`src/source/square_reg_pkg.sv`:
```
`default_nettype none

/* Square channel register map
   Field types and their bit positions on the CPU data bus */
package square_reg_pkg;

	typedef logic [10:0] period_t;    // Timer period
	typedef logic [2:0]  shift_t;     // Sweep shift count
	typedef logic [3:0]  vol_t;       // Volume or envelope level
	typedef logic [1:0]  duty_sel_t;
	typedef logic [2:0]  sweep_div_t; // Sweep divider period

	// Register 0
	localparam int duty_msb = 7;
	localparam int duty_lsb = 6;
	localparam int halt_bit = 5;
	localparam int const_bit = 4;
	localparam int vol_msb = 3;
	localparam int vol_lsb = 0;

	// Register 1
	localparam int sweep_en_bit = 7;
	localparam int sweep_div_msb = 6;
	localparam int sweep_div_lsb = 4;
	localparam int negate_bit = 3;
	localparam int shift_msb = 2;
	localparam int shift_lsb = 0;

	localparam int period_hi_msb = 2; // Register 3
	localparam int period_hi_lsb = 0;

endpackage

`default_nettype wire

```
`src/source/square_seq_pkg.sv`:
```
`default_nettype none

/* Square channel sequencing constants
   Duty patterns, sequencer step type and the mute threshold */
package square_seq_pkg;

	localparam int step_w = 3;

	typedef logic [step_w-1:0] step_t;

	// Step 0 reads the MSB of each pattern
	localparam logic [3:0][7:0] duty_table = {
		8'b10011111, // 75%, inverted 25%
		8'b01111000, // 50%
		8'b01100000, // 25%
		8'b01000000  // 12.5%
	};

	localparam int unsigned min_period = 8; // Lower periods are inaudible

endpackage

`default_nettype wire

```
`src/source/envelope_unit.sv`:
```
`timescale 1ns/10ps
`default_nettype none

/* Envelope generator
   Decaying level clocked by quarter frames, or a constant volume */
module envelope_unit (
	input wire aclk,
	input wire rst_n,
	input wire [7:0] db,
	input wire wr0,
	input wire wr3,
	input wire quarter_frame,
	output square_reg_pkg::vol_t volume,
	output logic sq_lc
);

	import square_reg_pkg::*;

	logic const_vol;
	vol_t vol_field;
	logic start;
	vol_t divider;
	vol_t decay;

	assign volume = const_vol ? vol_field : decay;

	// sq_lc doubles as the envelope loop flag
	always_ff @(posedge aclk or negedge rst_n) begin
		if (!rst_n) begin
			sq_lc <= 1'b0;
			const_vol <= 1'b0;
			vol_field <= '0;
			start <= 1'b0;
			divider <= '0;
			decay <= '0;
		end else begin
			if (wr0) begin
				sq_lc <= db[halt_bit];
				const_vol <= db[const_bit];
				vol_field <= db[vol_msb:vol_lsb];
			end
			if (quarter_frame) begin
				start <= 1'b0;
				if (start) begin
					decay <= 4'hf;
					divider <= vol_field;
				end else if (divider == '0) begin
					divider <= vol_field;
					if (decay != '0) begin
						decay <= decay - 1'b1;
					end else if (sq_lc) begin
						decay <= 4'hf; // Loop
					end
				end else begin
					divider <= divider - 1'b1;
				end
			end
			if (wr3) begin
				start <= 1'b1;
			end
		end
	end

endmodule

`default_nettype wire

```
`src/source/square_chan.sv`:
```
`timescale 1ns/10ps
`default_nettype none

/* Square wave channel
   Period, sweep, timer, duty sequencer and envelope tied together */
module square_chan #(
	parameter bit sweep_ones_complement = 1'b1 // 1 for the first channel
) (
	input wire aclk,
	input wire rst_n,
	input wire [7:0] db,
	input wire wr0,
	input wire wr1,
	input wire wr2,
	input wire wr3,
	input wire quarter_frame,
	input wire half_frame,
	input wire nosq,
	input wire lock,
	output logic sq_lc,
	output square_reg_pkg::vol_t sq_out
);

	import square_reg_pkg::*;

	period_t period;
	period_t target;
	logic sweep_load;
	logic sweep_mute;
	logic timer_tick;
	vol_t volume;

	square_freq_reg i_freq_reg (
		.aclk(aclk), .rst_n(rst_n), .db(db), .wr2(wr2), .wr3(wr3),
		.sweep_load(sweep_load), .target(target), .period(period)
	);

	square_sweep #(.sweep_ones_complement(sweep_ones_complement)) i_sweep (
		.aclk(aclk), .rst_n(rst_n), .db(db), .wr1(wr1), .half_frame(half_frame),
		.nosq(nosq), .period(period), .target(target), .sweep_load(sweep_load),
		.sweep_mute(sweep_mute)
	);

	square_freq_counter i_freq_counter (
		.aclk(aclk), .rst_n(rst_n), .period(period), .timer_tick(timer_tick)
	);

	square_waveform i_waveform (
		.aclk(aclk), .rst_n(rst_n), .db(db), .wr0(wr0), .wr3(wr3),
		.timer_tick(timer_tick), .sweep_mute(sweep_mute), .nosq(nosq), .lock(lock),
		.volume(volume), .sq_out(sq_out)
	);

	envelope_unit i_envelope (
		.aclk(aclk), .rst_n(rst_n), .db(db), .wr0(wr0), .wr3(wr3),
		.quarter_frame(quarter_frame), .volume(volume), .sq_lc(sq_lc)
	);

endmodule

`default_nettype wire

```
`src/source/square_freq_counter.sv`:
```
`timescale 1ns/10ps
`default_nettype none

/* Square frequency timer
   Counts down from the period and ticks once per period plus one cycles */
module square_freq_counter (
	input wire aclk,
	input wire rst_n,
	input wire square_reg_pkg::period_t period,
	output logic timer_tick
);

	import square_reg_pkg::*;

	period_t count;
	period_t count_next;

	assign count_next = (count == '0) ? period : count - 1'b1;

	// Tick is registered so it lines up with the zero count
	always_ff @(posedge aclk or negedge rst_n) begin
		if (!rst_n) begin
			count <= '0;
			timer_tick <= 1'b0;
		end else begin
			count <= count_next;
			timer_tick <= (count_next == '0);
		end
	end

endmodule

`default_nettype wire

```
`src/source/square_freq_reg.sv`:
```
`timescale 1ns/10ps
`default_nettype none

/* Square period register
   Loaded by CPU writes to registers 2 and 3, or by a sweep update */
module square_freq_reg (
	input wire aclk,
	input wire rst_n,
	input wire [7:0] db,
	input wire wr2,
	input wire wr3,
	input wire sweep_load,
	input wire square_reg_pkg::period_t target,
	output square_reg_pkg::period_t period
);

	import square_reg_pkg::*;

	always_ff @(posedge aclk or negedge rst_n) begin
		if (!rst_n) begin
			period <= '0;
		end else if (wr2 || wr3) begin // CPU has priority over sweep
			if (wr2) begin
				period[7:0] <= db;
			end
			if (wr3) begin
				period[10:8] <= db[period_hi_msb:period_hi_lsb];
			end
		end else if (sweep_load) begin
			period <= target;
		end
	end

endmodule

`default_nettype wire

```
`src/source/square_sweep.sv`:
```
`timescale 1ns/10ps
`default_nettype none

/* Square sweep unit
   Shifter and adder build the target period, divider paces the updates */
module square_sweep #(
	parameter bit sweep_ones_complement = 1'b1
) (
	input wire aclk,
	input wire rst_n,
	input wire [7:0] db,
	input wire wr1,
	input wire half_frame,
	input wire nosq,
	input wire square_reg_pkg::period_t period,
	output square_reg_pkg::period_t target,
	output logic sweep_load,
	output logic sweep_mute
);

	import square_reg_pkg::*;
	import square_seq_pkg::*;

	logic sweep_en;
	logic negate;
	sweep_div_t div_period;
	shift_t shift;
	sweep_div_t div_cnt;
	logic reload;

	period_t change;
	period_t addend;
	logic carry_in;
	logic [11:0] sum;

	assign change = period >> shift;
	assign addend = negate ? ~change : change;
	assign carry_in = negate && !sweep_ones_complement; // Two's complement negate
	assign sum = {1'b0, period} + {1'b0, addend} + 12'(carry_in);
	assign target = sum[10:0];

	// Carry out only means overflow when adding
	assign sweep_mute = (period < min_period) || (!negate && sum[11]);

	always_ff @(posedge aclk or negedge rst_n) begin
		if (!rst_n) begin
			sweep_en <= 1'b0;
			negate <= 1'b0;
			div_period <= '0;
			shift <= '0;
			div_cnt <= '0;
			reload <= 1'b0;
			sweep_load <= 1'b0;
		end else begin
			sweep_load <= half_frame && (div_cnt == '0) && sweep_en && (shift != '0) &&
				!sweep_mute && !nosq;
			if (half_frame) begin
				reload <= 1'b0;
				if (div_cnt == '0 || reload) begin
					div_cnt <= div_period;
				end else begin
					div_cnt <= div_cnt - 1'b1;
				end
			end
			if (wr1) begin
				sweep_en <= db[sweep_en_bit];
				div_period <= db[sweep_div_msb:sweep_div_lsb];
				negate <= db[negate_bit];
				shift <= db[shift_msb:shift_lsb];
				reload <= 1'b1;
			end
		end
	end

endmodule

`default_nettype wire

```
`src/source/square_waveform.sv`:
```
`timescale 1ns/10ps
`default_nettype none

/* Square duty sequencer and output stage
   Steps through the duty pattern and gates the volume onto sq_out */
module square_waveform (
	input wire aclk,
	input wire rst_n,
	input wire [7:0] db,
	input wire wr0,
	input wire wr3,
	input wire timer_tick,
	input wire sweep_mute,
	input wire nosq,
	input wire lock,
	input wire square_reg_pkg::vol_t volume,
	output square_reg_pkg::vol_t sq_out
);

	import square_reg_pkg::*;
	import square_seq_pkg::*;

	duty_sel_t duty;
	step_t step;
	logic [7:0] pattern;
	logic duty_bit;

	assign pattern = duty_table[duty];
	assign duty_bit = pattern[~step]; // Step 0 is the MSB

	always_ff @(posedge aclk or negedge rst_n) begin
		if (!rst_n) begin
			duty <= '0;
			step <= '0;
		end else begin
			if (wr0) begin
				duty <= db[duty_msb:duty_lsb];
			end
			if (wr3) begin
				step <= '0; // Restart waveform
			end else if (timer_tick) begin
				step <= step + 1'b1;
			end
		end
	end

	always_ff @(posedge aclk or negedge rst_n) begin
		if (!rst_n) begin
			sq_out <= '0;
		end else if (duty_bit && !sweep_mute && !nosq && !lock) begin
			sq_out <= volume;
		end else begin
			sq_out <= '0;
		end
	end

endmodule

`default_nettype wire

```
`config.mk`:
```
export PLATFORM = sky130hd
export DESIGN_NAME = square_chan
export DESIGN_NICKNAME = d
export VERILOG_FILES = /design/src/source/square_reg_pkg.sv /design/src/source/square_seq_pkg.sv /design/src/source/envelope_unit.sv /design/src/source/square_chan.sv /design/src/source/square_freq_counter.sv /design/src/source/square_freq_reg.sv /design/src/source/square_sweep.sv /design/src/source/square_waveform.sv
export SDC_FILE = /design/constraint.sdc
export NUM_CORES = 1
export LEC_CHECK = 0
export BUFFER_PORTS_ARGS = -buffer_cell sky130_fd_sc_hd__buf_2
export CORE_MARGIN = 1.5
export CORE_UTILIZATION = 45
export CTS_BUF_LIST = sky130_fd_sc_hd__clkbuf_16
export DETAILED_ROUTE_END_ITERATION = 16
export GPL_ROUTABILITY_DRIVEN = 0
export PLACE_DENSITY = 0.65
export SLEW_MARGIN = 20
export SYNTH_ARGS = -nofsm -noshare
export SYNTH_HDL_FRONTEND = slang
export SYNTH_SLANG_ARGS = --single-unit
```
`constraint.sdc`:
```
create_clock -name aclk -period 5.19 [get_ports aclk]
set_input_delay 1.038 -clock aclk [delete_from_list [all_inputs] [get_ports aclk]]
set_output_delay 1.038 -clock aclk [all_outputs]
set_load 0.01 [all_outputs]
```
==> results.ini <==
[status]
outcome = completed

[synth]
synth-adder-area-share_pct = 6.70
syn_area_per_cell_sq_um = 9.20
synthArstFlopShare_pct = 100
syn_area_sq_um = 3840
synth_mux_area_share_pct = 11.0
synth_enable_flop_cells = 0
syn_inst = 418
ys_warn_count = 0
synth_top_area_share_pct = 39.0
synth_fp_nets = 456
synth_top_family_by_area = simple AND/OR/NAND/NOR gates
synth_compound_gate_area_share_pct = 15.7
yosys.area_share.simple_pct = 19.4
yosys_register_bits = 60
synth_xor_area_share_pct = 4.78
ys_types = 55
synth_area_leaders = dfrtp_1 (39%), ha_1 (6.2%), mux2_2 (5.3%)
synth_top_cell_by_area = dfrtp_1
seq_area_frac_synth_pct = 39.0
ys.flop_type = dfrtp_1

[drt]
drc = 0
final_antenna_net_count = 0
drt_iter0_drc = 222
via_per_inst = 5.62
first_pass_iters = 4
vias = 3049
wire_per_inst_um = 15.3
routed_wl_um = 8330

[grt]
grtUsageTotal_pct = 20.2
grt_pass1_wl_um = 13900
grt_overflow = 0
grt_max_degree = 40
grt_pass1_vias = 2819
antenna_found_initial = 0

[clocking]
cts_sinks = 60
cts_buffer_depth = 2
cts_root_buffer = clkbuf_16
cts_resized = 0
numCtsBuffers = 9
cts_setup_buffers = 0
clock_latency_ns = 0.33
postCtsHoldBufs = 0
cts_tree = yes
cts.clk_slew.worst_paths_ns = 0.05
h-tree-depth = 3

[placement]
dp_hpwl_um = 6110
place_ws_ns = 1.75
portBuffers = 22

[floorplan]
dieArea_sq_um = 9110
fp.dieH_um = 95.4
core_area_sq_um = 8260
pin_count = 23
row_count = 33
dieWidth_um = 95.4
initial_core_util_pct = 46.6

[timing]
maxSlewViolCount = 0
final-hold-violation-count = 0
min_period_ns = 3.44
rsz0062_at_grt = false
setup_tns_ns = 0
relSlewSlack_pct = 52.5
tightest_slew_ns = 0.712
setup_ws_ns = 1.75
period_share_pct = 66.4
fmax_mhz = 290
fin_skew_ns = 0.00709
setup_viol = 0

[layout]
layout_common_cells = dfrtp_1 (60), nand2_1 (40), nor2_1 (40), a21oi_1 (37), o21ai_0 (27)
layout-area-overhead-vs-synth_pct = 12.9
layout-drive-gt1-share_pct = 15.1
diodes = 0
nets = 471
filler_cell_count = 759
regArea_sq_um = 1500
multi_input_area_sq_um = 2210
final_common_cell = dfrtp_1

[setup_path]
crit_chain = mux2_2 -> o21ai_0 -> nand2_1 -> o21ai_0 -> xnor2_1 -> ha_1 -> a21o_1 -> a21oi_1 -> o211ai_1 -> and2_1 -> or4b_1 -> nand4_1
path_buf_inv = 0
cp-start-kind = flop
path_max_fanout = 16
crit_arrival_ns = 3.70
required_ns = 5.45
max_stage_delay_ns = 0.73
cp_slowest_cell = dfrtp_1
crit_top_cell = o21ai_0
path_delay_family = compound AO/OA/AOI/OAI gates
crit_type = flop to flop
setup.worst_path.end_class = flop

[min_path]
hold_path_class = flop to flop

[job]
cap_violations = 0

[power_and_ir_drop]
cellPowerDensity_nw_per_um2 = 425
peakVddDrop_mv = 0.243
power_leakage_nw = 1.92

[cell type report]
| type | instances | share of cell area, % |
|---|---|---|
| clock inverters | 7 | 2.13 |
| repair buffers | 23 | 2.71 |
| clock buffers | 9 | 5.19 |
| flip-flops and latches | 60 | 34.6 |
| inverters | 16 | 1.38 |
| multi-input cells | 323 | 51.0 |
| well taps | 105 | 3.03 |
[cells in the mapped netlist (3+ instances only)]
master / instances
nor2b_1: 6
o21ai_0: 27
nor3_1: 14
nor2_1: 40
a21o_1: 6
nand3b_1: 4
mux2i_1: 16
nand3_1: 10
mux2_2: 18
nor4_1: 6
o21a_1: 4
ha_1: 19
xor2_1: 11
a21oi_1: 37
inv_1: 16
nand2b_1: 5
o31a_1: 3
clkbuf_1: 17
dfrtp_1: 60
xnor2_1: 10
nand2_1: 40
[where the power goes]
part	internal [W]	switching, W
logic	0.000253	0.000282
registers	0.000552	0.000121
clock network	0.000418	0.000218
[registers in the layout, indices dropped and copies added (netlist names), 2 cells and up]
register	flops
i_freq_reg.period	11
i_sweep.shift	3
i_freq_counter.count	11
i_envelope.decay	4
i_envelope.vol_field	4
i_sweep.div_period	3
i_envelope.divider	4
i_waveform.sq_out	4
i_waveform.duty	2
i_waveform.step	3
i_sweep.div_cnt	3
[metal layers]
metal	vias up	share of wire (%)	GRT usage [%]
li1	1526	-	-
met1	1456	49	28.0
met2	58	45	31.2
met3	9	4.1	4.07
met4	0	1.7	7.35
met5	-	0	0
[path summary, 6_finish.rpt]
kind                                        from                       to  slack, ns  cells after the start
hold / removal             i_sweep.div_period[0]    i_sweep.div_period[0]       0.51                      1
setup / recovery                i_sweep.shift[1]     i_freq_reg.period[7]       1.75                     12
max in group asynchronous                  rst_n       i_waveform.step[2]       3.62                      2
setup reg to reg                i_sweep.shift[1]     i_freq_reg.period[7]       1.75                     12
min in group asynchronous                  rst_n  i_freq_counter.count[5]       0.68                      1
hold reg to reg            i_sweep.div_period[0]    i_sweep.div_period[0]       0.51                      1
[metrics by stage]
step | hold slack (ns) | std cells | instance area, sq um | utilization [%] | total power (W)
floorplan | 0.474 | 418 | 3840 | - | 0.00108
finish | 0.509 | 543 | 4340 | 52.6 | 0.00184
detailed placement | 0.501 | 527 | 4020 | 48.7 | 0.00121
CTS | 0.513 | 543 | 4340 | 52.6 | 0.00186
global route | 0.534 | 543 | 4340 | 52.6 | 0.00196
global placement | 0.495 | 527 | 4020 | 48.7 | 0.00120
[logic make-up after synthesis]
logic type,after synthesis
buf+inv,35
fa+ha+maj,20
simple gates,146
flops,60
xor+xnor,21
compound gates,99
mux,37
Power figures use the tool's default switching activity.
